--- src/logic/icache_pkg.sv ---
`default_nettype none

package icache_pkg;

   ////////////////////
   // Geometry
   ////////////////////
   localparam int unsigned NB_CORES   = 4;
   localparam int unsigned NB_REQ     = NB_CORES + 1;           // Cores plus prefetcher
   localparam int unsigned ADDR_W     = 32;
   localparam int unsigned LINE_W     = 128;
   localparam int unsigned AXI_DATA_W = 64;
   localparam int unsigned NB_BEATS   = LINE_W / AXI_DATA_W;    // Read beats per refill
   localparam int unsigned OFFSET_W   = 4;                      // Byte offset in a line
   localparam int unsigned SET_W      = 5;
   localparam int unsigned NB_SETS    = 32;
   localparam int unsigned TAG_W      = ADDR_W - SET_W - OFFSET_W;

   // Derived index widths
   localparam int unsigned REQ_IDX_W  = $clog2(NB_REQ);
   localparam int unsigned CORE_IDX_W = $clog2(NB_CORES);
   localparam int unsigned BEAT_IDX_W = $clog2(NB_BEATS);

   ////////////////////
   // Types
   ////////////////////
   typedef logic [ADDR_W-1:0]     addr_t;
   typedef logic [LINE_W-1:0]     line_t;
   typedef logic [AXI_DATA_W-1:0] beat_t;
   typedef logic [SET_W-1:0]      set_idx_t;
   typedef logic [TAG_W-1:0]      tag_t;
   typedef logic [NB_CORES-1:0]   core_vec_t;
   typedef logic [REQ_IDX_W-1:0]  req_idx_t;   // Top value selects the prefetcher
   typedef logic [CORE_IDX_W-1:0] core_idx_t;
   typedef logic [BEAT_IDX_W-1:0] beat_idx_t;

   // One tag array entry
   typedef struct packed {
      logic valid;
      tag_t tag;
   } tag_entry_t;

   localparam req_idx_t PF_IDX = req_idx_t'(NB_REQ - 1);   // Prefetcher requester id

   // Controller states
   typedef enum logic [2:0] {
      IDLE,
      LOOKUP,
      AR_REQ,
      WAIT_R,
      FLUSH
   } ctrl_state_t;

endpackage

`default_nettype wire

--- src/logic/refill_assembler.sv ---
`default_nettype none

module refill_assembler
   import icache_pkg::*;
(
   input  wire      clk,
   input  wire      reset_i,
   input  wire      r_valid_i,
   input  beat_t    r_data_i,
   input  wire      r_last_i,
   output logic     line_valid_o,
   output line_t    line_o
);

   beat_idx_t               beat_q;    // Slot of the next early beat
   beat_t [NB_BEATS-2:0]    hold_q;    // Early beats, lowest first

   ////////////////////
   // Beat capture
   ////////////////////
   always_ff @(posedge clk) begin
      if (reset_i) begin
         beat_q <= '0;
      end else if (r_valid_i) begin
         if (r_last_i) beat_q <= '0;              // Ready for the next refill
         else          beat_q <= beat_q + 1'b1;
      end
   end

   // Early beats in arrival order
   always_ff @(posedge clk) begin
      if (r_valid_i && !r_last_i) begin
         hold_q[beat_q] <= r_data_i;
      end
   end

   // Last beat goes on top of the stored ones
   assign line_o       = {r_data_i, hold_q};
   assign line_valid_o = r_valid_i & r_last_i;

endmodule

`default_nettype wire

--- config.mk ---
export PLATFORM = sky130hd
export DESIGN_NAME = refill_assembler
export DESIGN_NICKNAME = d
export VERILOG_FILES = /design/src/logic/icache_pkg.sv /design/src/logic/refill_assembler.sv
export SDC_FILE = /design/constraint.sdc
export NUM_CORES = 1
export LEC_CHECK = 0
export ABC_AREA = 1
export ABC_CLOCK_PERIOD_IN_PS = 2700
export BUFFER_PORTS_ARGS = -buffer_cell sky130_fd_sc_hd__buf_2
export CAP_MARGIN = 20
export CORE_ASPECT_RATIO = 0.6
export CORE_MARGIN = 5
export CORE_UTILIZATION = 39
export DETAILED_ROUTE_END_ITERATION = 10
export MAX_ROUTING_LAYER = met4
export PLACE_DENSITY = 0.8
export SLEW_MARGIN = 20
export SYNTH_ARGS = -nofsm -noshare
export SYNTH_HDL_FRONTEND = slang
export SYNTH_SLANG_ARGS = --single-unit
--- constraint.sdc ---
create_clock -name clk -period 2.7 [get_ports clk]
set_clock_uncertainty 0.1 [all_clocks]
set_input_delay 0.27 -clock clk [delete_from_list [all_inputs] [get_ports clk]]
set_output_delay 0.27 -clock clk [all_outputs]
set_load 0.01 [all_outputs]
==> impl_metrics.toml <==
[placement]
dp_worst_setup_slack_ns = 0.922
place.gp.congestion = 0.815
dp_cells = 354
port_buffers = 196

[min_path]
holdCritPathClass = "in2reg"
hp-start = "r_data_i[30]"

[logic_synthesis]
ys_seq_area_share_pct = 79.0
syn_inst = 137
syn_area_um2 = 2460
synth_seq_cells = 65
synth-simple-area-share_pct = 0.611
synth.area.mux_share_pct = 0
syn_avg_cell_area_um2 = 17.9
synthAdderAreaFrac_pct = 0
yosys-top-cells-area = "edfxtp_1 78%, buf_4 20%, dfxtp_1 0.81%"
yosys.area.top_type = "edfxtp_1"
synth_fp_nets = 205
synthXorXnorAreaFrac_pct = 0
synth_compound_area_share_pct = 0.356
synth_top_family_by_area = "buffers and inverters"
synthDistinctLibCells = 7
synth_top_area_share_pct = 78.2
ys_warn_count = 0

[sta]
holdWs_ns = 0.0216
tightestPinTransition_ns = 0.649
slew_headroom_pct = 56.7
slew_viol_final = 0
fin_ws_ns = 1.01
finalHoldViolCount = 0
min_period_ns = 1.69
tns_ns = 0
setup_viol = 0
rsz0062_at_grt = "no"
finalCritPeriodShare_pct = 62.7
fmax_mhz = 591

[grt]
grt.total_usage_pct = 14.0
first_global_vias = 1636
antenna_found_initial = 0
grt_max_degree = 35
grt_pass1_wl_um = 7950
grt_remaining_overflow = 0

[worst_setup_path]
cp_num_buf_inv = 2
worst_ep_arrival_time_ns = 1.62
required_ns = 2.62
cp_top_family = "buffers and inverters"
crit_type = "reg2reg"
endpoint_kind = "flip-flop"
r2r_slack_ns = 1.01
path_cells = "nor2_1, nand2_1, inv_2, buf_12"
crit_start = "beat_q"
slowest_delay_ns = 0.49
startpoint_type = "flip-flop"
worst_path_max_delay_cell = "inv_2"
cp_max_fo = 34
r2r-start = "beat_q"

[clock_tree]
cts_hold_buffers = 1
cts_max_level = 3
clkSinkCount = 65
cts_max_path_buffers = 2
clockRootBuffer = "clkbuf_8"
cts_resized = 0
postCtsSetupBuffers = 0
clk_latency_ns = 0.33
cts_buffers = 9
clkTransAtPathRegs_ns = 0.07
tritoncts = "yes"

[floorplanning]
fp.dieArea_um2 = 8040
dieHeight_um = 71.5
pin_count = 197
core-area_um2 = 6110
start_util_pct = 40.2
fp-row-count = 22
die_w_um = 112

[final_layout]
nNetsFinal = 361
antenna_cells = 0
finalNonFillerCells = 381
areaGrowthSynthToFinish_pct = 37.5
final_layout_size_suffix_gt1_share_pct = 71.4

[pwr]
cellPowerDensity_nw_per_um2 = 637
p_leak_nw = 1.56
ir_drop_uv = 359

[run_status]
run_status = "completed"

[routing]
num_vias = 1575
wl_um = 5620
drc = 0
drt-pass1-iter-count = 4
vias_per_cell = 4.13
antenna_left = 0
post_drt_wl_per_cell_um = 14.7
initialDrtViolationCount = 39

[job]
maxCapViolCount = 0
## flip-flops by register name, indices dropped and copies added, names as in the netlist
signal	count
hold_q	64
beat_q	1
## cell families after synthesis
logic type | count (synthesis)
AO/OA/AOI/OAI | 1
buffers and inverters | 67
flip-flops | 65
AND/OR/NAND/NOR | 4
## metrics by stage
step           utilization [%]  total power, mW  instance area (µm²)
2_1_floorplan                -             1.33                 2460
3_3_place_gp              50.5             1.42                 3080
3_5_place_dp              50.5             1.42                 3080
4_1_cts                   53.5             2.17                 3270
5_1_grt                   55.3             2.26                 3380
6_report                  55.3             2.15                 3380
## worst register-to-register path: cells and delay by family (launching register included)
kind | cells | cell delay (ns)
buf+inv | 2 | 0.80
flops | 1 | 0.31
simple gates | 2 | 0.18
## area by class of cell
class,instances,area [µm²]
tap,84,105
inverter,3,11.3
timing repair buffer,209,1120
clock inverter,4,45.0
clock buffer,11,131
sequential,65,1940
multi-input combinational,5,23.8
fill,536,2730
## cells in the mapped netlist
cell and number:
nand2_1 3, buf_4 64, a21oi_2 1, inv_1 3
edfxtp_1 64, dfxtp_1 1, nor2_1 1
## power by group
part	total [mW]	switching, mW	internal [mW]	leakage, nW
combinational	0.240	0.131	0.109	0.859
sequential	1.17	0.00907	1.16	0.605
clock	0.743	0.326	0.417	0.0929
total	2.15	0.467	1.69	1.56
## per-layer routing
layer | vias to the layer above | global-route usage, % | wire length [µm]
li1 | 723 | - | -
met1 | 722 | 14.5 | 1960
met2 | 121 | 21.3 | 2790
met3 | 9 | 8.35 | 800
met4 | 0 | 7.20 | 69
met5 | - | - | 0
## path summary, 6_finish.rpt
kind / endpoint / cells past startpoint
worst max register to register: hold_q[33] / 4
worst min-delay path: hold_q[30] / 1
worst min register to register: beat_q / 2
worst max-delay path: hold_q[33] / 4
## cell usage in the layout, fill, tap and decap left out
master / Yosys / final
clkbuf_8: 0 / 9
buf_12: 0 / 1
nor2_1: 1 / 1
nand2_1: 3 / 3
bufinv_16: 0 / 1
inv_1: 3 / 2
inv_2: 0 / 1
a21oi_2: 1 / 1
edfxtp_1: 64 / 64
clkbuf_1: 0 / 2
dlygate4sd3_1: 0 / 12
clkinv_2: 0 / 3
dfxtp_1: 1 / 1
buf_2: 0 / 196
Note: power is estimated with default switching activity, not from simulation.
