`src/logic/icache_pkg.sv`:
```
`default_nettype none

package icache_pkg;

   ////////////////////
   // Geometry
   ////////////////////
   localparam int unsigned NB_CORES   = 4;
   localparam int unsigned NB_REQ     = NB_CORES + 1;           // Cores plus prefetcher
   localparam int unsigned ADDR_W     = 32;
   localparam int unsigned LINE_W     = 128;
   localparam int unsigned AXI_DATA_W = 64;
   localparam int unsigned NB_BEATS   = LINE_W / AXI_DATA_W;    // Read beats per refill
   localparam int unsigned OFFSET_W   = 4;                      // Byte offset in a line
   localparam int unsigned SET_W      = 5;
   localparam int unsigned NB_SETS    = 32;
   localparam int unsigned TAG_W      = ADDR_W - SET_W - OFFSET_W;

   // Derived index widths
   localparam int unsigned REQ_IDX_W  = $clog2(NB_REQ);
   localparam int unsigned CORE_IDX_W = $clog2(NB_CORES);
   localparam int unsigned BEAT_IDX_W = $clog2(NB_BEATS);

   ////////////////////
   // Types
   ////////////////////
   typedef logic [ADDR_W-1:0]     addr_t;
   typedef logic [LINE_W-1:0]     line_t;
   typedef logic [AXI_DATA_W-1:0] beat_t;
   typedef logic [SET_W-1:0]      set_idx_t;
   typedef logic [TAG_W-1:0]      tag_t;
   typedef logic [NB_CORES-1:0]   core_vec_t;
   typedef logic [REQ_IDX_W-1:0]  req_idx_t;   // Top value selects the prefetcher
   typedef logic [CORE_IDX_W-1:0] core_idx_t;
   typedef logic [BEAT_IDX_W-1:0] beat_idx_t;

   // One tag array entry
   typedef struct packed {
      logic valid;
      tag_t tag;
   } tag_entry_t;

   localparam req_idx_t PF_IDX = req_idx_t'(NB_REQ - 1);   // Prefetcher requester id

   // Controller states
   typedef enum logic [2:0] {
      IDLE,
      LOOKUP,
      AR_REQ,
      WAIT_R,
      FLUSH
   } ctrl_state_t;

endpackage

`default_nettype wire

```
`src/logic/icache_ctrl_fsm.sv`:
```
`default_nettype none

module icache_ctrl_fsm
   import icache_pkg::*;
(
   input  wire           clk,
   input  wire           reset_i,
   // Winner from the arbiter
   input  wire           win_valid_i,
   input  req_idx_t      win_idx_i,
   input  addr_t         win_addr_i,
   // Array read side
   input  tag_entry_t    tag_rdata_i,
   input  line_t         line_rdata_i,
   // Flush sweep
   input  wire           sweeping_i,
   input  set_idx_t      sweep_set_i,
   input  wire           sweep_last_i,
   // Refill line
   input  wire           line_valid_i,
   input  line_t         line_i,
   input  wire           ar_ready_i,
   input  wire           flush_i,
   output logic          accept_o,
   output set_idx_t      array_idx_o,
   output logic          tag_we_o,
   output tag_entry_t    tag_wdata_o,
   output logic          line_we_o,
   output logic          sweep_start_o,
   output logic          ar_valid_o,
   output addr_t         ar_addr_o,
   output core_vec_t     fetch_rvalid_o,
   output line_t         fetch_rdata_o,
   output logic          pf_done_o,
   output logic          flush_ack_o
);

   ctrl_state_t state_q, state_d;
   req_idx_t    req_idx_q;              // Requester being served
   addr_t       req_addr_q;             // Its fetch address
   logic        flush_pend_q;           // Strobe seen, sweep not started yet
   logic        ack_owed_q;             // Running sweep came from a strobe
   logic        flush_ack_q;
   set_idx_t    req_set;
   tag_t        req_tag;
   logic        hit;
   logic        respond;                // Response to the current requester

   assign req_set = req_addr_q[OFFSET_W +: SET_W];
   assign req_tag = req_addr_q[ADDR_W-1 -: TAG_W];
   assign hit     = tag_rdata_i.valid & (tag_rdata_i.tag == req_tag);

   ////////////////////
   // Handshakes
   ////////////////////
   // No grant while a flush is requested, pending or just acked
   assign accept_o      = (state_q == IDLE) & ~flush_pend_q & ~flush_i & ~flush_ack_q;
   assign sweep_start_o = (state_q == IDLE) & flush_pend_q;
   assign ar_valid_o    = ((state_q == LOOKUP) & ~hit) | (state_q == AR_REQ);
   assign ar_addr_o     = {req_addr_q[ADDR_W-1:OFFSET_W], {OFFSET_W{1'b0}}};  // Line aligned
   assign respond       = ((state_q == LOOKUP) & hit) | ((state_q == WAIT_R) & line_valid_i);
   assign fetch_rdata_o = (state_q == WAIT_R) ? line_i : line_rdata_i;  // Refill or hit data
   assign pf_done_o     = respond & (req_idx_q == PF_IDX);
   assign flush_ack_o   = flush_ack_q;

   always_comb begin
      for (int unsigned i = 0; i < NB_CORES; i++) begin
         fetch_rvalid_o[i] = respond & (req_idx_q == req_idx_t'(i));
      end
   end

   ////////////////////
   // Array port
   ////////////////////
   always_comb begin
      case (state_q)
         IDLE:    array_idx_o = win_addr_i[OFFSET_W +: SET_W];  // Read at the grant edge
         FLUSH:   array_idx_o = sweep_set_i;
         default: array_idx_o = req_set;
      endcase
   end

   // Sweep clears entries, refill writes tag and line with the response
   assign tag_we_o          = ((state_q == FLUSH) & sweeping_i) | ((state_q == WAIT_R) & line_valid_i);
   assign line_we_o         = (state_q == WAIT_R) & line_valid_i;
   assign tag_wdata_o.valid = (state_q != FLUSH);
   assign tag_wdata_o.tag   = (state_q == FLUSH) ? '0 : req_tag;

   ////////////////////
   // Next state
   ////////////////////
   always_comb begin
      state_d = state_q;
      case (state_q)
         IDLE: begin
            if (flush_pend_q)                 state_d = FLUSH;
            else if (win_valid_i && accept_o) state_d = LOOKUP;
         end
         LOOKUP: begin
            if (!hit) state_d = ar_ready_i ? WAIT_R : AR_REQ;  // AR may go out at once
            else      state_d = IDLE;
         end
         AR_REQ:  if (ar_ready_i) state_d = WAIT_R;
         WAIT_R:  if (line_valid_i) state_d = IDLE;    // Last beat closes the refill
         FLUSH:   if (sweep_last_i) state_d = IDLE;
         default: state_d = IDLE;
      endcase
   end

   always_ff @(posedge clk) begin
      if (reset_i) begin
         state_q      <= FLUSH;   // Counter sweeps out of reset
         flush_pend_q <= 1'b0;
         ack_owed_q   <= 1'b0;
         flush_ack_q  <= 1'b0;
      end else begin
         state_q     <= state_d;
         flush_ack_q <= (state_q == FLUSH) & sweep_last_i & ack_owed_q;
         if (sweep_start_o)                        flush_pend_q <= 1'b0;
         else if (flush_i && (state_q != FLUSH))   flush_pend_q <= 1'b1;  // Absorb repeats
         if (sweep_start_o)                        ack_owed_q <= 1'b1;
         else if (flush_ack_q)                     ack_owed_q <= 1'b0;
      end
   end

   // Request capture at the grant
   always_ff @(posedge clk) begin
      if (win_valid_i && accept_o) begin
         req_idx_q  <= win_idx_i;
         req_addr_q <= win_addr_i;
      end
   end

endmodule

`default_nettype wire

```
`config.mk`:
```
export PLATFORM = sky130hd
export DESIGN_NAME = icache_ctrl_fsm
export DESIGN_NICKNAME = d
export VERILOG_FILES = /design/src/logic/icache_pkg.sv /design/src/logic/icache_ctrl_fsm.sv
export SDC_FILE = /design/constraint.sdc
export NUM_CORES = 1
export LEC_CHECK = 0
export BUFFER_PORTS_ARGS = -buffer_cell sky130_fd_sc_hd__buf_4
export CAP_MARGIN = 20
export CORE_AREA = 5 5 205 207
export DETAILED_ROUTE_END_ITERATION = 16
export DIE_AREA = 0 0 210 212
export GPL_ROUTABILITY_DRIVEN = 0
export PLACE_DENSITY_LB_ADDON = 0.05
export RECOVER_POWER = 25
export REMOVE_ABC_BUFFERS = 1
export SLEW_MARGIN = 20
export SYNTH_ARGS = -nofsm -noshare
export SYNTH_HDL_FRONTEND = slang
export SYNTH_SLANG_ARGS = --single-unit
```
`constraint.sdc`:
```
create_clock -name clk -period 2.33 [get_ports clk]
set_input_delay 0.1165 -clock clk [delete_from_list [all_inputs] [get_ports clk]]
set_output_delay 0.1165 -clock clk [all_outputs]
set_load 0.005 [all_outputs]
```
==> flow_metrics.env <==
export IMPL_outcome="finished with violations"
export IMPL_violations="negative setup slack"
export IMPL_place_hpwl_um=28800
export IMPL_cts_max_path_buffers=2
export IMPL_cts_num_sinks=37
export IMPL_vias=4639
export IMPL_grt_first_pass_wirelength_um=41500
export IMPL_yosys_register_bits=37
export IMPL_fin_area_sq_mm=0.00853
export IMPL_syn_cell_area_sq_mm=0.00342
export IMPL_cp_cell_sequence="xor2_1 > nand4b_1 > or4_1 > or4_4 > a22o_1 > buf_6"
export IMPL_hp_start="win_addr_i[12]"
export IMPL_rrSetupSlack_ns=0.24
export IMPL_initial_utilization_pct=8.51
export IMPL_finalPower_mw=2.68
export IMPL_synth_cell_types=37
export IMPL_fin_ws_ns=-0.174
export IMPL_fp_row_count=74
export IMPL_firstDrtPassIters=4
export IMPL_rsz0062_at_grt="true"
export IMPL_htreeDepth=2
export IMPL_final_nets=1190
export IMPL_postSynthCellCount=310
export IMPL_crit_required_ns=2.21
export IMPL_worst_clock_skew_ns=0.00551
export IMPL_place_inst=1358
export IMPL_leakagePower_nw=3.95
export IMPL_holdCritPathClass="in -> reg"
export IMPL_synth_avg_cell_area_sq_um=11.0
export IMPL_critPathArrivalTime_ns=2.39
export IMPL_syn_to_final_growth_pct=150
export IMPL_worst_setup_path_type="reg -> out"
export IMPL_path_clk_slew_ns=0.06
export IMPL_reg2reg_to="state_q[1]$_SDFFE_PP0P_"
export IMPL_power_density_mw_per_mm2=315
export IMPL_relSlewSlack_pct=66.9
export IMPL_critical_path_max_stage_delay_ns=0.52
export IMPL_ios=528
export IMPL_detail_route_iter0_violations=95
export IMPL_slew_violations=0
export IMPL_worstMarginPinSlew_ns=0.491
export IMPL_worstSkewPairLatency_ns=0.29
export IMPL_crit_fanout=3
export IMPL_setup_viol=3
export IMPL_wirelength_um=32200
export IMPL_reg2regPathDepth=5
export IMPL_routedWlPerCell_um=23.0
export IMPL_drv_cap=0
export IMPL_dpl_worst_slack_ns=0.0584
export IMPL_viasPerCell=3.31
export IMPL_worstHoldEndpoint="req_addr_q[12]$_DFFE_PP_"
export IMPL_drtAntennaViolNets=0
export IMPL_grt_max_degree=43
export IMPL_io_buffer_count=519
export IMPL_hold_violations=0
export IMPL_final_cells=1402
export IMPL_cts_buffers=5
export IMPL_drive_gt1_share_pct=77.3
export IMPL_worstSetupStartpoint="req_addr_q[24]$_DFFE_PP_"
export IMPL_period_share_pct=107
export IMPL_r2r_start="req_addr_q[24]$_DFFE_PP_"
export IMPL_grt_usage_pct=13.3
export IMPL_cts_root_buf="clkbuf_16"
export IMPL_crit_path_end_kind="output pin"
export IMPL_fillers=4499
export IMPL_max_freq_ghz=0.399
export IMPL_drc=0
export IMPL_crit_slowest_cell="or4_1"
export IMPL_min_period_ns=2.50
export IMPL_die_height_um=212
export IMPL_cts_tree="built"
export IMPL_peakVddDrop_mv=0.247
export IMPL_synth_warnings=0
export IMPL_dpl_cell_area_sq_mm=0.00806
export IMPL_worstSetupStartpointType="flip-flop"
export IMPL_grt_pass1_vias=5101
export IMPL_overflow=0
export IMPL_holdPathStages=1
export IMPL_yosysSeqAreaShare_pct=30.7
export IMPL_core_area_sq_mm=0.0402
export IMPL_die_w_um=210
export IMPL_antenna_found_initial=12
export IMPL_die_area_sq_mm=0.0445
## flip-flops by register name, indices dropped and copies added, names as in the netlist
| signal | count |
|---|---|
| flush_pend_q | 1 |
| state_q | 3 |
| req_addr_q | 28 |
| flush_ack_o | 1 |
| ack_owed_q | 1 |
| req_idx_q | 3 |
## worst max path at each step
| stage | end | cells after the start |
|---|---|---|
| 6_report | ar_valid_o | 6 |
| 5_1_grt | ar_valid_o | 6 |
| 4_1_cts | ar_valid_o | 6 |
| 3_5_place_dp | ar_valid_o | 6 |
| 3_3_place_gp | ar_valid_o | 6 |
| 2_1_floorplan | fetch_rdata_o[0] | 3 |
## layout by cell type (no fill, tap or decap), types with 2 or more instances in the layout
master and count:
buf_4 473, mux2_2 128, clkbuf_4 37, edfxtp_1 31, dlygate4sd3_1 25, and2_1 24
clkbuf_1 24, xnor2_1 14, nand2_1 10, o21ai_0 9, diode_2 8, nand4_1 8
xnor2_2 7, nor2_1 6, dfxtp_1 6, mux2i_1 5, clkbuf_16 5, conb_1 4
inv_1 3, nor4b_2 3, a21oi_1 3, xor2_1 2, and3_1 2, nor4_2 2
a2111oi_0 2, a41o_1 2, nor3_1 2, buf_6 2, buf_12 2
## repair_timing
action | 4_1_cts | 5_1_grt
hold endpoints to repair | 24 | 1
gates resized for setup | 11 | 6
cloned | 1 | 0
hold buffers | 24 | 1
pin swaps | 3 | 2
buffers inserted | 3 | 0
endpoints found under the setup margin | 17 | 48
## critical path: cells and delay by family, from the launching register on
family / cells / cell delay [ns]
AND/OR/NAND/NOR: 3 / 1.16
AO/OA/AOI/OAI: 1 / 0.24
XOR/XNOR: 1 / 0.19
buffers and inverters: 1 / 0.12
flip-flops: 1 / 0.40
## per-stage QoR
step	hold WS, ns	setup TNS, ns	utilization (%)
after floorplan	0.186	-222.77	-
after global placement	0.295	0	20.1
after detailed placement	0.296	0	20.1
after CTS	0.000896	-0.571	21.3
after global routing	0.0258	-3.47	21.2
final	0.0396	-0.216	21.2
## cells in the mapped netlist
master | number | area, sq um
a2111oi_0 | 2 | 17.5
a21o_1 | 1 | 7.51
a21oi_1 | 3 | 15.0
a22o_1 | 1 | 8.76
a31oi_1 | 1 | 6.26
a41o_1 | 2 | 20.0
and2_1 | 26 | 163
and3_1 | 2 | 12.5
buf_1 | 3 | 11.3
buf_2 | 1 | 5.00
buf_4 | 4 | 30.0
clkbuf_1 | 14 | 52.6
conb_1 | 1 | 3.75
dfxtp_1 | 6 | 120
edfxtp_1 | 31 | 931
inv_1 | 3 | 11.3
mux2_2 | 128 | 1440
mux2i_1 | 5 | 50.1
nand2_1 | 11 | 41.3
nand2b_1 | 1 | 6.26
nand3b_1 | 1 | 7.51
nand4_1 | 8 | 50.1
nand4b_1 | 1 | 8.76
nor2_1 | 6 | 22.5
nor2b_1 | 1 | 6.26
nor3_1 | 3 | 15.0
nor3b_1 | 1 | 7.51
nor4_1 | 3 | 18.8
nor4b_1 | 4 | 35.0
o21ai_0 | 9 | 45.0
or2_0 | 1 | 6.26
or3_1 | 1 | 6.26
or4_1 | 1 | 7.51
or4_4 | 1 | 11.3
xnor2_1 | 19 | 166
xnor2_2 | 2 | 32.5
xor2_1 | 2 | 17.5
## per-layer routing
layer / vias to the layer above / wire [um] / track usage [%]
met2: 235 / 17400 / 24.6
met1: 2114 / 10700 / 13.2
met5: - / 21 / 0
li1: 2261 / - / -
met4: 4 / 589 / 3.94
met3: 25 / 3550 / 6.43
## layout make-up
| type | instances | area, sq um | share of cell area (%) |
|---|---|---|---|
| Antenna cell | 8 | 20.0 | 0.235 |
| Clock buffer | 6 | 129 | 1.51 |
| Clock inverter | 1 | 3.75 | 0.0440 |
| Inverter | 3 | 11.3 | 0.132 |
| Multi-Input combinational cell | 251 | 2370 | 27.7 |
| Sequential cell | 37 | 1050 | 12.3 |
| Tap cell | 532 | 666 | 7.80 |
| Timing Repair Buffer | 564 | 4290 | 50.2 |
## kinds of logic after synthesis
kind of cell    Yosys count  share of synthesized area (%)
mux                     133                           43.6
buf+inv                  25                           3.22
other cells               1                          0.110
compound gates           19                           3.51
flops                    37                           30.7
simple gates             72                           12.4
xor+xnor                 23                           6.33
## report_power, final
part           internal [mW]  switching [mW]  leakage (nW)
Combinational          0.800           0.443          3.56
Sequential             0.750          0.0270         0.331
Clock                  0.388           0.277        0.0644
Total                   1.94           0.747          3.95
(Power assumes the default switching activity.)
