===== src/logic/icache_pkg.sv =====
`default_nettype none

package icache_pkg;

   ////////////////////
   // Geometry
   ////////////////////
   localparam int unsigned NB_CORES   = 4;
   localparam int unsigned NB_REQ     = NB_CORES + 1;           // Cores plus prefetcher
   localparam int unsigned ADDR_W     = 32;
   localparam int unsigned LINE_W     = 128;
   localparam int unsigned AXI_DATA_W = 64;
   localparam int unsigned NB_BEATS   = LINE_W / AXI_DATA_W;    // Read beats per refill
   localparam int unsigned OFFSET_W   = 4;                      // Byte offset in a line
   localparam int unsigned SET_W      = 5;
   localparam int unsigned NB_SETS    = 32;
   localparam int unsigned TAG_W      = ADDR_W - SET_W - OFFSET_W;

   // Derived index widths
   localparam int unsigned REQ_IDX_W  = $clog2(NB_REQ);
   localparam int unsigned CORE_IDX_W = $clog2(NB_CORES);
   localparam int unsigned BEAT_IDX_W = $clog2(NB_BEATS);

   ////////////////////
   // Types
   ////////////////////
   typedef logic [ADDR_W-1:0]     addr_t;
   typedef logic [LINE_W-1:0]     line_t;
   typedef logic [AXI_DATA_W-1:0] beat_t;
   typedef logic [SET_W-1:0]      set_idx_t;
   typedef logic [TAG_W-1:0]      tag_t;
   typedef logic [NB_CORES-1:0]   core_vec_t;
   typedef logic [REQ_IDX_W-1:0]  req_idx_t;   // Top value selects the prefetcher
   typedef logic [CORE_IDX_W-1:0] core_idx_t;
   typedef logic [BEAT_IDX_W-1:0] beat_idx_t;

   // One tag array entry
   typedef struct packed {
      logic valid;
      tag_t tag;
   } tag_entry_t;

   localparam req_idx_t PF_IDX = req_idx_t'(NB_REQ - 1);   // Prefetcher requester id

   // Controller states
   typedef enum logic [2:0] {
      IDLE,
      LOOKUP,
      AR_REQ,
      WAIT_R,
      FLUSH
   } ctrl_state_t;

endpackage

`default_nettype wire


===== src/logic/fetch_arbiter.sv =====
`default_nettype none

module fetch_arbiter
   import icache_pkg::*;
(
   input  wire                     clk,
   input  wire                     reset_i,
   input  core_vec_t               core_req_i,
   input  addr_t [NB_CORES-1:0]    core_addr_i,
   input  wire                     pf_req_i,
   input  addr_t                   pf_addr_i,
   input  wire                     accept_i,     // Controller ready for a new request
   output logic                    win_valid_o,
   output req_idx_t                win_idx_o,
   output addr_t                   win_addr_o,
   output core_vec_t               core_gnt_o,
   output logic                    pf_gnt_o
);

   core_idx_t rr_q;       // Highest priority core this cycle
   core_idx_t cand;       // Core under test in the search
   core_idx_t core_win;   // First requesting core from rr_q on
   logic      found;      // Some core is requesting

   ////////////////////
   // Core search
   ////////////////////
   always_comb begin
      found    = 1'b0;
      core_win = rr_q;
      cand     = rr_q;
      // Walk the cores starting at the pointer, keep the first hit
      for (int unsigned k = 0; k < NB_CORES; k++) begin
         cand = core_idx_t'((rr_q + k) % NB_CORES);
         if (!found && core_req_i[cand]) begin
            found    = 1'b1;
            core_win = cand;
         end
      end
   end

   // Prefetcher only wins when no core asks
   assign win_valid_o = found | pf_req_i;
   assign win_idx_o   = found ? req_idx_t'(core_win) : PF_IDX;
   assign win_addr_o  = found ? core_addr_i[core_win] : pf_addr_i;

   // One-hot grant gated by the controller
   always_comb begin
      for (int unsigned i = 0; i < NB_CORES; i++) begin
         core_gnt_o[i] = accept_i & found & (core_win == core_idx_t'(i));
      end
   end

   assign pf_gnt_o = accept_i & ~found & pf_req_i;

   // Pointer moves past the granted core, prefetch grants leave it alone
   always_ff @(posedge clk) begin
      if (reset_i) begin
         rr_q <= '0;
      end else if (accept_i && found) begin
         rr_q <= core_idx_t'((core_win + 1) % NB_CORES);
      end
   end

endmodule

`default_nettype wire


===== config.mk =====
export PLATFORM = sky130hd
export DESIGN_NAME = fetch_arbiter
export DESIGN_NICKNAME = d
export VERILOG_FILES = /design/src/logic/icache_pkg.sv /design/src/logic/fetch_arbiter.sv
export SDC_FILE = /design/constraint.sdc
export NUM_CORES = 1
export LEC_CHECK = 0
export BUFFER_PORTS_ARGS = -buffer_cell sky130_fd_sc_hd__buf_2
export CAP_MARGIN = 20
export CORE_AREA = 2 2 81 83
export DETAILED_ROUTE_END_ITERATION = 7
export DIE_AREA = 0 0 83 85
export PLACE_DENSITY = 0.7
export SYNTH_ARGS = -nofsm -noshare
export SYNTH_HDL_FRONTEND = slang
export SYNTH_SLANG_ARGS = --single-unit

===== constraint.sdc =====
create_clock -name clk -period 3.3 [get_ports clk]
set_clock_uncertainty 0.05 [all_clocks]
set_input_delay 0.33 -clock clk [delete_from_list [all_inputs] [get_ports clk]]
set_output_delay 0.33 -clock clk [all_outputs]
set_load 0.02 [all_outputs]

==> metrics.md, run 1 <==
| Metric | Value |
|---|---|
| Status | finished clean |
| Ranking of synthesized cells by area | a211oi_1 17%, mux2i_1 11%, and4_1 9.6% |
| Primary FF master, synth | dfxtp_1 |
| Number of DRC markers in iteration 0 | 110 |
| Top cell type by total area after synthesis | a211oi_1 |
| Via Count | between 2000 and 3000 |
| Die height | 85 um |
| Final total power | 0.848 mW |
| Post-synthesis sequential area ratio | 0.0230 |
| Post-CTS setup buffer count | 0 |
| Fmax | 333 MHz |
| Wire per inst | 15.7 um |
| Largest net degree at the start of global routing | 38 |
| Die area | 7060 um2 |
| Total CTS buffers | 3 |
| Hold/Removal Path Class | in -> reg |
| Cells after Synth | 238 |
| Syn. warnings | 0 |
| Worst-Margin Slew | 832 ps |
| Crit path largest cell delay | 530 ps |
| VDD IR-drop max | 293 uV |
| Distinct cells, synth | 37 |
| PwrDens | roughly 290 nW/um2 |
| Crit Path Max Fanout | 37 |
| Syn Nets | between 400 and 500 |
| Total gr overflow | 0 |
| Clock sinks | 2 |
| Max-slew violations | 0 |
| Cell mode on critical path | a211oi_1 |
| Port bufs | 208 |
| Post-DP HPWL | 6.34 mm |
| CTS tree | built |
| Area Overhead vs Synth | 67.6% |
| Final WL | ~8.0 mm |
| N_diodes | 0 |
| Highest Signal Layer | met4 |
| CP endpoint kind | output port |
| Async S/R FF share, synth | 0 |
| Max Root-Sink Buffers | 2 |
| Startpoint Class | flop |
| FP Rows | 29 |
| Antenna violations before repair | 0 |
| Share of the synthesized area in the top cell type | 0.168 |
| Hold_buf cts | 0 |
| Post-Syn Area | 1740 um2 |
| Crit Path Category | reg -> out |
| Avg Inst Size Synth | 7.31 um2 |
| Most frequent cell after synthesis | a211oi_1 |
| Final antenna-violating net count | 0 |
| Global placer's final weighted congestion | 0.867 |
| Post-synth EDFFs | 0 |
| RSZ-0062 raised after global routing | no |
| Nets | 607 |
| Top Registers | rr_q x2 |
| Setup Viol. Count Final | 0 |
| First-pass GRT wire length | 12.6 mm |
| CP max stage cell | dfxtp_1 |
| Placed Area | ~2900 um2 |
| Top Ports | between 200 and 250 |
| Die W | 83 um |
| Most frequent cells after synthesis | 39 x a211oi_1, 23 x nor2_1, 21 x clkbuf_1 |
| Global-route usage over all layers | 0.209 |
| Final cycle utilization of the critical path | 0.910 |
| Post_cts resized | 0 |
| Detail Route met2 WL | slightly above 4 mm |
| M1 wire length | 3.36 mm |
| Leak | 1.55 nW |
| Metal3 WL | ~500 um |
| DRC | 0 |
| CP Cell Sequence | a21boi_1 -> o21ba_4 -> nor3_4 -> inv_2 -> buf_12 -> a211oi_1 -> a211oi_1 -> buf_2 |
| Most flop-heavy register | rr_q |
| Initial Utilization | 0.280 |
| Clk Tree Root Cell | clkbuf_8 |
| Core box area | 6200 um2 |
| Max reg flops | 2 |
| Clock transition at the registers of the reported paths | 30 ps |
| Max Cap Viol | 0 |
| Slew HR | 0.442 |
| H-tree levels | 1 |
| Req. time, crit path | 2920 ps |
| Layout cells sized above 1 | 0.566 |
| DR pass1 iterations | 4 |
| Number of global-route vias before repair | 2589 |
| Post-synthesis register bit count | 2 |
| Fin crit period | 3000 ps |
| CP Data Arrival Time | 2620 ps |
| Clock Latency Late Sink | around 210 ps |
| Final setup TNS | 0 ps |
| Final hold vios | 0 |
| Via density | roughly 5.5 |
| Final instance area | ~3000 um2 |
| Hold slack | 248 ps |
==> through the flow <==
step / setup WS [ps] / util / instances
floorplan: 777 / - / 238
global placement: 589 / 0.463 / 507
detailed placement: 529 / 0.463 / 507
CTS: 309 / 0.470 / 510
global route: 111 / 0.470 / 510
finish: 298 / 0.470 / 510
==> cell usage in the layout (no fill, tap or decap), types with 2 or more instances in the layout <==
master    Yosys  layout
and4_1       19      19
mux2_4        5       5
buf_2         3     208
a21oi_1      16      16
a221o_1      13      13
o21a_1        4       4
nand4_1      13      13
clkbuf_8      0       3
ha_1          4       4
dfxtp_1       2       2
mux2_2        8       8
o21ai_0       5       4
buf_4         1      11
and3_1        5       5
nor2_1       23      23
inv_1         3       3
o21ai_2       0       2
mux2i_1      19      19
nor2b_1       2       2
o31ai_1      13      13
nand2_1       2       2
a211oi_1     39      39
==> cell families (layout without fill, tap and decap cells) <==
| family | Yosys count | after routing | share of synthesized area |
|---|---|---|---|
| simple gates | 70 | 70 | 0.250 |
| flops | 2 | 2 | 0.0230 |
| buf+inv | 33 | 228 | 0.0842 |
| fa+ha+maj | 4 | 4 | 0.0288 |
| compound gates | 97 | 97 | 0.410 |
| mux | 32 | 32 | 0.204 |
==> critical path, delay by kind of cell (launching register included) <==
family,cells,cell delay [ps]
simple gates,1,250
compound gates,4,900
flops,1,530
buf+inv,3,720
==> worst paths after layout <==
check | startpoint | end | slack [ps] | depth (start not counted)
min | reset_i | rr_q[1] | 250 | 2
max | rr_q[1] | win_addr_o[29] | 300 | 8
min reg2reg | rr_q[0] | rr_q[0] | 550 | 2
max reg2reg | rr_q[1] | rr_q[0] | 1150 | 7
==> per-layer routing <==
metal  track usage  vias to the layer above
li1              -                     1361
met1         0.279                     1276
met2         0.374                      143
met3        0.0204                       12
met4        0.0298                        0
met5             0                        -
==> where the power goes <==
| group | internal [mW] | switching, mW |
|---|---|---|
| logic | 0.315 | 0.403 |
| clock network | 0.0772 | 0.0201 |
| registers | 0.0271 | 0.00562 |
| total | 0.419 | 0.428 |
==> cell type report <==
cell class              count  area, um2
flip-flops and latches      2       40.0
repair buffers            220       1140
fillers                   672       3290
well taps                  77       96.3
inverters                   5       18.8
clock buffers               3       41.3
multi-input cells         203       1570
Note: power is estimated with default switching activity, not from simulation.
==> inputs of run 2 (changes only) <==
- ABC_AREA: unset -> 1
- CORE_AREA: 2 2 81 83 -> unset
- CORE_ASPECT_RATIO: unset -> 0.9
- CORE_MARGIN: unset -> 2
- CORE_UTILIZATION: unset -> 35
- DIE_AREA: 0 0 83 85 -> unset
- PLACE_DENSITY: 0.7 -> 0.77
- SLEW_MARGIN: unset -> 20
==> run 2 against run 1 <==
  * Die area shrank 3.4%
  * Synthesized area rose by 24%
  * Power rose to 5.0 times the previous value
  * Routed wire length increased by 9.7%
  * Cell count increased by 48%
  * First-iteration DRC count up 59%
  * Core utilization grew 6.0 points
  * Clock-buffer cell count is the same
  * Clock power shrank 3.0%
  * Critical path type unchanged
  * Largest power group unchanged
  * Highest routed layer unchanged
==> metrics.md, run 2 <==
| Metric | Value |
|---|---|
| Status | finished clean |
| Final hold vios | 0 (unchanged) |
| Max Cap Viol | 0 (unchanged) |
| CP Data Arrival Time | 2630 ps (about the same) |
| FP Rows | 27 (-6.9%) |
| Nets | 855 (+41%) |
| Fmax | 333 MHz (-0.19%) |
| CP endpoint kind | output port |
| Final cycle utilization of the critical path | 0.911 (+0.00174) |
| Largest net degree at the start of global routing | 39 (+2.6%) |
| Port bufs | 208 (unchanged) |
| Startpoint Class | flop |
| Most flop-heavy register | rr_q |
| Cells after Synth | 493 (+110%) |
| Global-route usage over all layers | 0.233 (+0.0235) |
| Hold slack | 256 ps (+8.19 ps) |
| Fin crit period | 3010 ps (+5.73 ps) |
| Placed Area | 3130 um2 (+9.0%) |
| Final instance area | 3200 um2 (+9.9%) |
| Dpl cells | 749 (+48%) |
| Top cell type by total area after synthesis | nand2_1 |
| Async S/R FF share, synth | 0 (unchanged) |
| Leak | 2.23 nW (+44%) |
| Syn Nets | 665 (+62%) |
| # fillers | 643 (-4.3%) |
| Max-slew violations | 0 (unchanged) |
| Post-Syn Area | 2160 um2 (+24%) |
| Post-route worst setup slack | 293 ps (-5.73 ps) |
| First-pass GRT wire length | 13.4 mm (+6.1%) |
| Number of DRC markers in iteration 0 | 175 (+59%) |
| Die area | 6810 um2 (-3.4%) |
| Die W | 86.8 um (+4.5%) |
| Post-synthesis sequential area ratio | 0.0186 (-0.00447) |
| Via Count | 3625 (+30%) |
| Hold_buf cts | 0 (unchanged) |
| Layout cells sized above 1 | 0.349 (-0.216) |
| Wire per inst | 11.7 um (-26%) |
| Setup Viol. Count Final | 0 (unchanged) |
| H-tree levels | 1 (unchanged) |
| Clock sinks | 2 (unchanged) |
| Core box area | 6050 um2 (-2.5%) |
| Clock transition at the registers of the reported paths | 30 ps (about the same) |
| Global placer's final weighted congestion | 0.870 (+0.29%) |
| Total CTS buffers | 3 (unchanged) |
| Post-synth EDFFs | 0 (unchanged) |
| Final WL | 8.79 mm (+9.7%) |
| Antenna violations before repair | 0 (unchanged) |
| Commonest cells after routing, fill and taps aside | 356 x nand2_1, 208 x buf_2, 62 x nand3_1 |
| Top Ports | 209 (unchanged) |
| R2r startpoint | rr_q[1] |
| Die height | 78.5 um (-7.6%) |
| Crit Path Category | reg -> out |
| Hold wc startpoint | reset_i |
| Most frequent cell after synthesis | nand2_1 |
| Worst setup path startpoint | rr_q[1] |
| CTS tree | built |
| Setup slack at placement | 307 ps (-222 ps) |
| Ranking of synthesized cells by area | nand2_1 62%, nand3_1 14%, buf_6 4.2% |
| Commonest non-fill, non-tap cell in the layout | nand2_1 |
| Crit Path Max Fanout | 13 (-65%) |
| Avg Inst Size Synth | 4.38 um2 (-40%) |
| Final total power | 4.22 mW (+400%) |
| RSZ-0062 raised after global routing | no |
| Post-route core utilization | 0.529 (+0.0598) |
| Fin cells | 753 (+48%) |
| Share of the synthesized area in the top cell type | 0.619 (+0.451) |
| Hold/Removal Path Class | in -> reg |
| Clk Tree Root Cell | clkbuf_8 |
| DRC | 0 (unchanged) |
| Post-DP HPWL | 6.82 mm (+7.6%) |
| Most frequent cells after synthesis | 356 x nand2_1, 62 x nand3_1, 14 x buf_2 |
| Slew HR | 0.634 (+0.192) |
| Primary FF master, synth | dfxtp_1 |
| Number of global-route vias before repair | 3172 (+23%) |
| Post-synthesis register bit count | 2 (unchanged) |
| Top Registers | rr_q x2 |
| Distinct cells, synth | 18 (-51%) |
| N_diodes | 0 (unchanged) |
| Syn. warnings | 0 (unchanged) |
| Max Root-Sink Buffers | 2 (unchanged) |
| Final setup TNS | 0 ps (unchanged) |
| Req. time, crit path | 2920 ps (about the same) |
| Final antenna-violating net count | 0 (unchanged) |
| Worst-Margin Slew | 548 ps (-284 ps) |
| Total gr overflow | 0 (unchanged) |
| Max reg flops | 2 (unchanged) |
| Initial Utilization | 0.357 (+0.0766) |
| Via density | 4.81 (-12%) |
| Area Overhead vs Synth | 48.3% |
| PwrDens | 1320 nW/um2 (+350%) |
| Clock Latency Late Sink | 210 ps (about the same) |
| DR pass1 iterations | 4 (unchanged) |
| VDD IR-drop max | 642 uV (+120%) |
[run 2: changes by cell type after synthesis, moves of 14 or more]
cell      before  now
nand3_1        1   62
nor2_1        23    9
a21oi_1       16    0
a211oi_1      39    1
mux2i_1       19    0
clkbuf_1      21    3
and4_1        19    0
nand2_1        2  356
[run 2: power breakdown]
part	switching, mW	internal [mW]	leakage (nW)
sequential	0.0260	0.0346	0.0169
clock	0.0174	0.0770	0.0216
combinational	2.79	1.27	2.19
total	2.84	1.38	2.23
[run 2: cell families after synthesis]
| family | Yosys count | synth area share |
|---|---|---|
| buffers and inverters | 46 | 0.128 |
| flip-flops | 2 | 0.0186 |
| AND/OR/NAND/NOR | 439 | 0.821 |
| AO/OA/AOI/OAI | 2 | 0.00928 |
| adder cells (fa/ha/maj) | 4 | 0.0232 |
[run 2: final timing paths]
check	slack (ps)	endpoint	cells after the start
max	290	core_gnt_o[0]	13
min	260	rr_q[0]	2
max reg2reg	770	rr_q[1]	12
min reg2reg	620	rr_q[0]	2
[run 2: area by class of cell]
| class | count | area (um2) | area share |
|---|---|---|---|
| clock buffers | 3 | 41.3 | 0.0129 |
| flip-flops and latches | 2 | 41.3 | 0.0129 |
| well taps | 72 | 90.1 | 0.0281 |
| multi-input cells | 446 | 1870 | 0.584 |
| repair buffers | 215 | 1100 | 0.343 |
| inverters | 15 | 61.3 | 0.0191 |
[run 2: routing by layer]
metal | GRT usage | vias to the layer above | wire length [um]
met2 | 0.453 | 173 | 4380
met4 | 0.0516 | 0 | 116
met1 | 0.261 | 1551 | 3580
li1 | - | 1885 | -
met5 | 0 | - | 0
met3 | 0.0358 | 16 | 713
[run 2: critical path: stages (launching register included)]
cell	delay, ps
dfxtp_1	520
nand2_1	110
nand2_2	130
nand2_1	70
nand2_2	150
nand4_2	180
inv_1	110
nand2_1	50
nand2_1	350
buf_4	280
ha_1	170
inv_1	40
nor2_1	90
buf_2	170
[run 2: repair_timing]
| item | in CTS | in global routing |
|---|---|---|
| resized for setup | 0 | 7 |
| endpoints found under the setup margin | 0 | 38 |
| setup buffers | 0 | 0 |
