**src/logic/icache_pkg.sv**
```systemverilog
`default_nettype none

package icache_pkg;

   ////////////////////
   // Geometry
   ////////////////////
   localparam int unsigned NB_CORES   = 4;
   localparam int unsigned NB_REQ     = NB_CORES + 1;           // Cores plus prefetcher
   localparam int unsigned ADDR_W     = 32;
   localparam int unsigned LINE_W     = 128;
   localparam int unsigned AXI_DATA_W = 64;
   localparam int unsigned NB_BEATS   = LINE_W / AXI_DATA_W;    // Read beats per refill
   localparam int unsigned OFFSET_W   = 4;                      // Byte offset in a line
   localparam int unsigned SET_W      = 5;
   localparam int unsigned NB_SETS    = 32;
   localparam int unsigned TAG_W      = ADDR_W - SET_W - OFFSET_W;

   // Derived index widths
   localparam int unsigned REQ_IDX_W  = $clog2(NB_REQ);
   localparam int unsigned CORE_IDX_W = $clog2(NB_CORES);
   localparam int unsigned BEAT_IDX_W = $clog2(NB_BEATS);

   ////////////////////
   // Types
   ////////////////////
   typedef logic [ADDR_W-1:0]     addr_t;
   typedef logic [LINE_W-1:0]     line_t;
   typedef logic [AXI_DATA_W-1:0] beat_t;
   typedef logic [SET_W-1:0]      set_idx_t;
   typedef logic [TAG_W-1:0]      tag_t;
   typedef logic [NB_CORES-1:0]   core_vec_t;
   typedef logic [REQ_IDX_W-1:0]  req_idx_t;   // Top value selects the prefetcher
   typedef logic [CORE_IDX_W-1:0] core_idx_t;
   typedef logic [BEAT_IDX_W-1:0] beat_idx_t;

   // One tag array entry
   typedef struct packed {
      logic valid;
      tag_t tag;
   } tag_entry_t;

   localparam req_idx_t PF_IDX = req_idx_t'(NB_REQ - 1);   // Prefetcher requester id

   // Controller states
   typedef enum logic [2:0] {
      IDLE,
      LOOKUP,
      AR_REQ,
      WAIT_R,
      FLUSH
   } ctrl_state_t;

endpackage

`default_nettype wire

```
**src/logic/flush_sweep_counter.sv**
```systemverilog
`default_nettype none

module flush_sweep_counter
   import icache_pkg::*;
(
   input  wire        clk,
   input  wire        reset_i,
   input  wire        sweep_start_i,
   output logic       sweeping_o,
   output set_idx_t   sweep_set_o,
   output logic       sweep_last_o
);

   logic     sweeping_q;
   set_idx_t set_q;

   assign sweeping_o   = sweeping_q;
   assign sweep_set_o  = set_q;
   assign sweep_last_o = sweeping_q & (set_q == set_idx_t'(NB_SETS - 1));  // Final set

   // One set per cycle, stop after the last one
   always_ff @(posedge clk) begin
      if (reset_i || sweep_start_i) begin
         sweeping_q <= 1'b1;         // Reset invalidates the whole array too
         set_q      <= '0;
      end else if (sweeping_q) begin
         if (sweep_last_o) sweeping_q <= 1'b0;
         else              set_q      <= set_q + 1'b1;
      end
   end

endmodule

`default_nettype wire

```
**config.mk**
```make
export PLATFORM = sky130hd
export DESIGN_NAME = flush_sweep_counter
export DESIGN_NICKNAME = d
export VERILOG_FILES = /design/src/logic/icache_pkg.sv /design/src/logic/flush_sweep_counter.sv
export SDC_FILE = /design/constraint.sdc
export NUM_CORES = 1
export LEC_CHECK = 0
export BUFFER_PORTS_ARGS = -buffer_cell sky130_fd_sc_hd__buf_2
export CAP_MARGIN = 15
export CORE_AREA = 3 3 40 42
export DETAILED_ROUTE_END_ITERATION = 8
export DIE_AREA = 0 0 43 45
export GPL_TIMING_DRIVEN = 1
export MAX_ROUTING_LAYER = met4
export PLACE_DENSITY = 0.37
export SYNTH_ARGS = -nofsm -noshare
export SYNTH_HDL_FRONTEND = slang
export SYNTH_SLANG_ARGS = --single-unit
```
**constraint.sdc**
```tcl
create_clock -name clk -period 1.8 [get_ports clk]
set_input_delay 0.09 -clock clk [delete_from_list [all_inputs] [get_ports clk]]
set_output_delay 0.09 -clock clk [all_outputs]
set_load 0.05 [all_outputs]
```
==> flow_summary_export.csv, run 1 <==
group,metric,value,unit
timing,final-max-slew-violation-count,0,
cts,clockBufferDepth,2,
cts,cts_tree,"yes",
logic_synthesis,yosysUniqueCellTypes,18,
logic_synthesis,synth_area,277.8,um2
logic_synthesis,synth_fa_ha_area_frac,0.09009,
place,dpl_cell_area,339.1,um2
route,vias,240,
power,ir_worst_vdd,253.2,uV
power,power_frac_clock,0.451,
global_routing,use_met1,0.06763,
finish,layout-drive-gt1-share,0.4146,
cts,insertion_delay,250,ps
logic_synthesis,ys_top_cells_by_count,"dfxtp_1 (6), nand2_1 (4), a21oi_1 (3), ha_1 (2), nor2_1 (2)",
finish,nets,48,
timing,max_freq,607.8,MHz
worst_setup_path,arrival,1830,ps
global_routing,grt_pass1_vias,232,
place,numPortBuffers,9,
cts,numCtsBuffers,3,
route,drtAntennaViolNets,0,
power,p_switching,0.06879,mW
finish,area_growth,30.18,%
run_status,status,"finished, final reports clean",
logic_synthesis,synth_ff_type,"dfxtp_1",
cts,clock_sinks,6,
worst_setup_path,critical-path-max-stage-delay,340,ps
logic_synthesis,yosysMostFrequentCell,"dfxtp_1",
power,combPwrFrac,0.066,
logic_synthesis,yosysTopAreaCell,"dfxtp_1",
global_routing,grt_pass1_wl,903,um
worst_setup_path,cp.required,1980,ps
floorplan,num_io_pins,10,
place,dp_slack,166.5,ps
global_routing,track_usage,0.07296,
route,firstDrtPassIters,2,
route,drc,0,
cts,cts_hold_buf,0,
cts,cts-root-buf,"clkbuf_4",
worst_setup_path,worst-path-buf-inv,0,
timing,clock_skew,3.766,ps
floorplan,rows,13,
logic_synthesis,yosys.area_share.simple,0.3243,
cts,htreeDepth,1,
timing,final.setup.tns,0,ps
finish,n_antenna_cell,0,
power,p_leak,0.1666,nW
power,internal_power,0.2178,mW
floorplan,die_area,1935,um2
power,power.density,792.7,nW/um2
logic_synthesis,synthArstFlopShare,0,
logic_synthesis,yosys_warnings,0,
timing,worst_slew_margin_rel,0.8329,
floorplan,die_w,43,um
timing,finalHoldViolCount,0,
global_routing,grt_use_met3,0.02789,
timing,fin_ws,154.7,ps
timing,setup_viol,0,
finish,nFillCells,147,
global_routing,grt-ovfl-total,0,
route,avgViaCountPerCell,4.286,
route,wire_per_inst,10.38,um
logic_synthesis,synth_enable_flop_cells,0,
worst_setup_path,start_kind,"flop",
flow_run,drv_cap,0,
logic_synthesis,synth-seq-area-share,0.4324,
timing,min_period,1645,ps
timing,min_period_over_period,0.9140,
cts,cts_setup_buffers,0,
global_routing,met2_usage,0.09581,
finish,fin_area,361.6,um2
worst_setup_path,cp_max_fo,5,
logic_synthesis,synth.avg_cell_area,9.259,um2
route,drt_iter0_drc,2,
logic_synthesis,synthesis.nets,35,
logic_synthesis,synth_xor_area_frac,0.06306,
worst_setup_path,path_delay_family,"simple AND/OR/NAND/NOR gates",
logic_synthesis,synth-compound-area-share,0.07207,
worst_setup_path,crit_path_cell_trace,"ha_1, and3_1, ha_1, nand2b_4, or3_1, a21oi_1",
logic_synthesis,synth_top_family_by_area,"simple AND/OR/NAND/NOR gates",
timing,worstMarginPinSlew,252.3,ps
worst_setup_path,critPathCaptureType,"flop",
logic_synthesis,synth_cells,30,
power,seq_power_share,0.483,
timing,rsz0062_at_grt,"no",
cts,postCtsResizedCells,0,
floorplan,floorplan.initialDensity,0.2162,
global_routing,grt_max_degree,7,
worst_setup_path,cp_slowest_cell,"dfxtp_2",
logic_synthesis,synth_area_leaders,"dfxtp_1 (43%), ha_1 (9.0%), a21oi_1 (5.4%)",
worst_setup_path,critical_path_class,"reg -> reg",
global_routing,busiest_layer,"met4",
logic_synthesis,muxShareOfSynthArea,0,
logic_synthesis,synth-seq-cells,6,
worst_setup_path,path_common_cell,"ha_1",
floorplan,die_h,45,um
min_path,hold_path_class,"in -> reg",
logic_synthesis,synth_top_area_frac,0.4324,
floorplan,core-area,1285,um2
route,finalWirelength,581,um
global_routing,antenna_found_initial,0,
place,place_congestion,0.6563,
cts,clkTransAtPathRegs,50,ps
power,swShare,0.2400,
-- worst paths after layout --
kind	from	endpoint	slack [ps]	cells past startpoint
max	sweep_set_o[0]	sweep_set_o[3]	150	6
min	reset_i	sweep_set_o[0]	160	3
max reg2reg	sweep_set_o[0]	sweep_set_o[3]	150	6
min reg2reg	sweep_set_o[4]	sweep_set_o[4]	480	2
-- per-layer routing --
layer | wire, um | part of all wire | up-vias
li1 | - | - | 122
met1 | 260 | 0.45 | 103
met2 | 233 | 0.40 | 10
met3 | 51 | 0.088 | 5
met4 | 36 | 0.062 | 0
met5 | 0 | 0 | -
-- power groups by stage --
stage / clock [mW] / sequential, mW / combinational (mW)
final: 0.129 / 0.138 / 0.0190
after detailed placement: 0 / 0.141 / 0.0191
after global placement: 0 / 0.140 / 0.0189
after CTS: 0.132 / 0.138 / 0.0192
after global routing: 0.137 / 0.138 / 0.0207
after floorplan: 0 / 0.148 / 0.00677
-- cells in the final DEF (no fill, tap or decap) --
master	n
a21oi_1	3
and2_1	1
and2b_1	1
and3_1	1
buf_2	9
clkbuf_4	3
dfxtp_1	4
dfxtp_2	2
ha_1	2
nand2_1	4
nand2b_4	1
nand3_1	1
nand3b_1	1
nor2_1	2
o21ai_0	1
or2_2	1
or2b_2	1
or3_1	1
xnor2_1	1
xor2_1	1
-- logic make-up after synthesis --
| kind of cell | count (synthesis) |
|---|---|
| AOI/OAI and AO/OA | 4 |
| xor gates and xnor gates | 2 |
| adders and majority gates | 2 |
| buffers and inverters | 1 |
| DFF | 6 |
| and+or+nand+nor | 15 |
-- cell type report --
type	instances	area, um2	area share
Multi-Input combinational cell	23	152.6	0.4221
Sequential cell	6	122.6	0.3391
Timing Repair Buffer	9	45.04	0.1246
Clock buffer	3	22.52	0.06228
Tap cell	15	18.77	0.05190
-- metrics by stage --
stage	utilization	hold slack, ps	instances	power, mW
6_report	0.2814	161.3	56	0.2866
5_1_grt	0.2814	195.5	56	0.2957
4_1_cts	0.2814	160.1	56	0.2894
3_5_place_dp	0.2639	422.1	53	0.1600
3_3_place_gp	0.2639	421.0	53	0.1594
2_1_floorplan	-	374.8	30	0.1549
-- worst min-delay path, cell delays in order --
cell    delay, ps
buf_2          70
or2_2         160
nor2_1         60
-- sequential cells by signal, indices dropped and copies added (netlist names) --
signal and flops:
sweep_set_o 5, sweeping_o 1
(Power assumes the default switching activity.)
==> run 2, diff against run 1 <==
--- a/config.mk
+++ b/config.mk
@@ -7,12 +7,14 @@
 export LEC_CHECK = 0
 export BUFFER_PORTS_ARGS = -buffer_cell sky130_fd_sc_hd__buf_2
 export CAP_MARGIN = 15
+export CELL_PAD_IN_SITES_DETAIL_PLACEMENT = 1
+export CELL_PAD_IN_SITES_GLOBAL_PLACEMENT = 1
 export CORE_AREA = 3 3 40 42
 export DETAILED_ROUTE_END_ITERATION = 8
 export DIE_AREA = 0 0 43 45
 export GPL_TIMING_DRIVEN = 1
 export MAX_ROUTING_LAYER = met4
-export PLACE_DENSITY = 0.37
+export PLACE_DENSITY = 0.48
 export SYNTH_ARGS = -nofsm -noshare
 export SYNTH_HDL_FRONTEND = slang
 export SYNTH_SLANG_ARGS = --single-unit
==> flow_summary_export.csv, run 2 (same netlist as run 1, synthesis figures left out) <==
group,metric,value,unit
cts,clockBufferDepth,2,
route,drt_iter0_drc,2,
route,avgViaCountPerCell,4.286,
power,power.density,791.2,nW/um2
power,ir_worst_vdd,262.8,uV
finish,layout_common_cells,"buf_2 (9), nand2_1 (4), dfxtp_1 (4)",
route,firstDrtPassIters,2,
timing,setup_viol,0,
worst_setup_path,critical_path_class,"reg -> reg",
worst_setup_path,arrival,1830,ps
cts,cts_setup_buffers,0,
global_routing,use_met1,0.08193,
worst_setup_path,cp_max_fo,5,
route,drc,0,
floorplan,rows,13,
finish,fin_area,361.6,um2
route,drtAntennaViolNets,0,
worst_setup_path,critical-path-max-stage-delay,340,ps
route,wire_per_inst,10.70,um
global_routing,antenna_found_initial,0,
global_routing,track_usage,0.07976,
floorplan,die_area,1935,um2
timing,final-max-slew-violation-count,0,
run_status,status,"finished, final reports clean",
global_routing,grt-ovfl-total,0,
global_routing,met2_usage,0.1018,
finish,area_growth,30.18,%
timing,finalHoldViolCount,0,
global_routing,grt_pass1_vias,248,
timing,rsz0062_at_grt,"no",
finish,n_antenna_cell,0,
place,numPortBuffers,9,
flow_run,drv_cap,0,
timing,max_freq,607.5,MHz
floorplan,core-area,1285,um2
min_path,hold_path_class,"in -> reg",
worst_setup_path,crit_path_cell_trace,"ha_1, and3_1, ha_1, nand2b_4, or3_1, a21oi_1",
finish,nets,48,
cts,cts-root-buf,"clkbuf_4",
global_routing,grt_use_met3,0.02789,
worst_setup_path,critPathCaptureType,"flop",
timing,worstMarginPinSlew,251.0,ps
timing,final.setup.tns,0,ps
worst_setup_path,cp_slowest_cell,"dfxtp_2",
worst_setup_path,rr_worst_depth,6,
cts,cts_tree,"yes",
floorplan,floorplan.initialDensity,0.2162,
finish,largest_register_ff_count,5,
route,finalWirelength,599,um
cts,cts_hold_buf,0,
finish,final_common_cell,"buf_2",
cts,postCtsResizedCells,0,
timing,min_period,1646,ps
place,place_congestion,0.6822,
min_path,hold_depth,3,
worst_setup_path,start_kind,"flop",
cts,htreeDepth,1,
global_routing,grt_max_degree,7,
route,vias,240,
floorplan,num_io_pins,10,
floorplan,die_w,43,um
worst_setup_path,cp.required,1980,ps
cts,clock_sinks,6,
worst_setup_path,path_common_cell,"ha_1",
finish,layout-drive-gt1-share,0.4146,
cts,insertion_delay,250,ps
power,finalPower,0.2861,mW
timing,min_period_over_period,0.9146,
global_routing,grt_pass1_wl,1007,um
power,p_leak,0.1666,nW
timing,worst_slew_margin_rel,0.8338,
place,dpl_cell_area,339.1,um2
floorplan,die_h,45,um
global_routing,busiest_layer,"met4",
cts,numCtsBuffers,3,
cts,clkTransAtPathRegs,50,ps
timing,clock_skew,2.746,ps
==> run 2: cell counts in the layout (fill, tap and decap cells not counted) <==
No cell type changed its count.
==> run 2: per-layer routing <==
metal	routed length, um	up-vias
met2	259	7
li1	-	123
met1	287	108
met4	12	0
met3	41	2
met5	0	-
==> run 2: worst paths after layout <==
| check | start | endpoint | slack (ps) |
|---|---|---|---|
| setup / recovery | sweep_set_o[0] | sweep_set_o[3] | 150 |
| setup reg to reg | sweep_set_o[0] | sweep_set_o[3] | 150 |
| hold / removal | reset_i | sweep_set_o[0] | 170 |
| hold reg to reg | sweep_set_o[1] | sweep_set_o[1] | 470 |
==> run 2: cell type report <==
class,count,area [um2]
tap,15,18.77
clock buffer,3,22.52
fill,157,923.4
timing repair buffer,9,45.04
sequential,6,122.6
multi-input combinational,23,152.6
==> run 2: power breakdown <==
part	leakage [nW]	switching, mW	internal, mW
registers	0.0494	0.00244	0.136
logic	0.103	0.0130	0.00628
clock network	0.0138	0.0529	0.0757
total	0.167	0.0683	0.218
==> run 2: metrics by stage <==
stage	cells	setup WS (ps)	utilization	hold WS (ps)
after detailed placement	53	152.4	0.2639	428.4
after global routing	56	70.73	0.2814	182.5
final	56	153.8	0.2814	171.3
after global placement	53	174.0	0.2639	425.0
after CTS	56	138.3	0.2814	164.4
after floorplan	30	108.4	-	374.8
==> run 2: worst max-delay path: cells and delay by family, from the launching register on <==
| family | cells | cell delay, ps |
|---|---|---|
| AND/OR/NAND/NOR | 3 | 690 |
| AO/OA/AOI/OAI | 1 | 140 |
| flip-flops | 1 | 340 |
| adder cells (fa/ha/maj) | 2 | 420 |
==> run 3, diff against run 2 <==
==> constraint.sdc (replaced) <==
create_clock -name clk -period 1.8 [get_ports clk]
set_input_delay 0.36 -clock clk [delete_from_list [all_inputs] [get_ports clk]]
set_output_delay 0.36 -clock clk [all_outputs]
set_load 0.05 [all_outputs]
==> flow_summary_export.csv, run 3 (same netlist as run 1, synthesis figures left out) <==
group,metric,value,unit
finish,fin_area,396.6,um2
flow_run,drv_cap,0,
floorplan,rows,13,
timing,worstMarginPinSlew,255.2,ps
global_routing,grt_pass1_wl,1035,um
power,power.density,727.4,nW/um2
worst_setup_path,crit_path_cell_trace,"ha_4, and3_1, ha_2, and2_2, buf_8",
global_routing,busiest_layer,"met2",
timing,setup_viol,0,
worst_setup_path,rrSetupSlack,280,ps
floorplan,die_area,1935,um2
power,finalPower,0.2885,mW
global_routing,grt_max_degree,7,
timing,min_period_over_period,0.9689,
worst_setup_path,critPathCaptureType,"output port",
cts,insertion_delay,250,ps
timing,final.setup.tns,0,ps
place,place_congestion,0.6822,
worst_setup_path,cp_max_fo,4,
timing,rsz0062_at_grt,"no",
timing,min_period,1744,ps
floorplan,core-area,1285,um2
power,ir_worst_vdd,324.4,uV
global_routing,grt_pass1_vias,256,
worst_setup_path,critical_path_class,"reg -> out",
cts,clockBufferDepth,2,
timing,max_freq,573.4,MHz
timing,fin_hold_ws,436.0,ps
worst_setup_path,worst-path-buf-inv,1,
cts,numCtsBuffers,3,
timing,clock_skew,1.335,ps
route,drc,0,
min_path,hp-start,"reset_i",
global_routing,track_usage,0.07990,
finish,nets,49,
floorplan,die_h,45,um
worst_setup_path,worstReg2RegStart,"sweep_set_o[1]",
place,dpl_cell_area,341.6,um2
worst_setup_path,start_kind,"flop",
place,numPortBuffers,9,
min_path,hold_path_class,"in -> reg",
worst_setup_path,critical-path-max-stage-delay,340,ps
finish,final_common_cell,"buf_2",
global_routing,grt-ovfl-total,0,
global_routing,antenna_found_initial,0,
floorplan,die_w,43,um
global_routing,use_met1,0.08717,
global_routing,met2_usage,0.1048,
timing,finalHoldViolCount,0,
finish,layout_common_cells,"buf_2 (8), nand2_1 (4)",
power,p_leak,0.1695,nW
cts,cts_tree,"yes",
cts,cts_hold_buf,0,
worst_setup_path,setup.worst_path.start,"sweep_set_o[1]",
route,firstDrtPassIters,3,
route,vias,246,
timing,final-max-slew-violation-count,0,
finish,layout-drive-gt1-share,0.5238,
cts,cts-root-buf,"clkbuf_4",
finish,largest_register_ff_count,5,
cts,clock_sinks,6,
cts,htreeDepth,1,
floorplan,floorplan.initialDensity,0.2162,
finish,area_growth,42.79,%
finish,n_antenna_cell,0,
global_routing,grt_use_met3,0.02789,
worst_setup_path,cp_slowest_cell,"dfxtp_2",
route,finalWirelength,598,um
timing,worst_slew_margin_rel,0.8310,
worst_setup_path,path_delay_family,"flip-flops",
route,drt_iter0_drc,1,
route,drtAntennaViolNets,0,
route,avgViaCountPerCell,4.316,
worst_setup_path,arrival,1380,ps
worst_setup_path,cp.required,1440,ps
run_status,status,"finished, final reports clean",
cts,clkTransAtPathRegs,40,ps
route,wire_per_inst,10.49,um
floorplan,num_io_pins,10,
==> run 3: cell types whose count changed in the layout (fill, tap and decap cells not counted) <==
cell / before / now
ha_1: 2 / 0
and2_1: 1 / 0
and2_2: 0 / 1
buf_2: 9 / 8
buf_4: 0 / 1
buf_8: 0 / 1
dfxtp_1: 4 / 3
dfxtp_2: 2 / 3
ha_2: 0 / 1
ha_4: 0 / 1
==> run 3: per-layer routing <==
layer / up-vias / part of all wire
met4: 0 / 0.055
li1: 124 / -
met5: - / 0
met1: 107 / 0.47
met2: 10 / 0.40
met3: 5 / 0.075
==> run 3: what timing repair did <==
action,CTS,global route
setup endpoints to repair,1,1
pin swaps,1,0
gates resized for setup,4,2
buffers inserted,1,0
==> run 3: worst reg2reg max path: stages, from the launching register on <==
cell and delay, ps:
dfxtp_2 340, ha_4 150, and3_1 140, ha_2 180
nand2b_4 150, or3_1 350, a21oi_1 140
==> run 3: cell type report <==
| type | instances | area [um2] |
|---|---|---|
| fillers | 162 | 888.4 |
| repair buffers | 10 | 62.56 |
| flip-flops and latches | 6 | 123.9 |
| clock buffers | 3 | 22.52 |
| well taps | 15 | 18.77 |
| multi-input cells | 23 | 168.9 |
==> run 3: where the power goes <==
part / internal [mW] / switching, mW
sequential: 0.136 / 0.00271
combinational: 0.00829 / 0.0142
clock: 0.0756 / 0.0517
total: 0.220 / 0.0686
==> run 3: worst paths after layout <==
kind / end / cells past startpoint
hold reg to reg: sweep_set_o[4] / 2
hold / removal: sweep_set_o[1] / 3
setup / recovery: sweep_last_o / 5
setup reg to reg: sweep_set_o[3] / 6
==> run 3: stage by stage <==
step | utilization | instances | worst slack (ps)
4_1_cts | 0.2989 | 57 | 1.940
3_5_place_dp | 0.2658 | 53 | 145.8
5_1_grt | 0.3087 | 57 | 7.521
3_3_place_gp | 0.2658 | 53 | 144.0
6_report | 0.3087 | 57 | 55.94
2_1_floorplan | - | 30 | 108.5
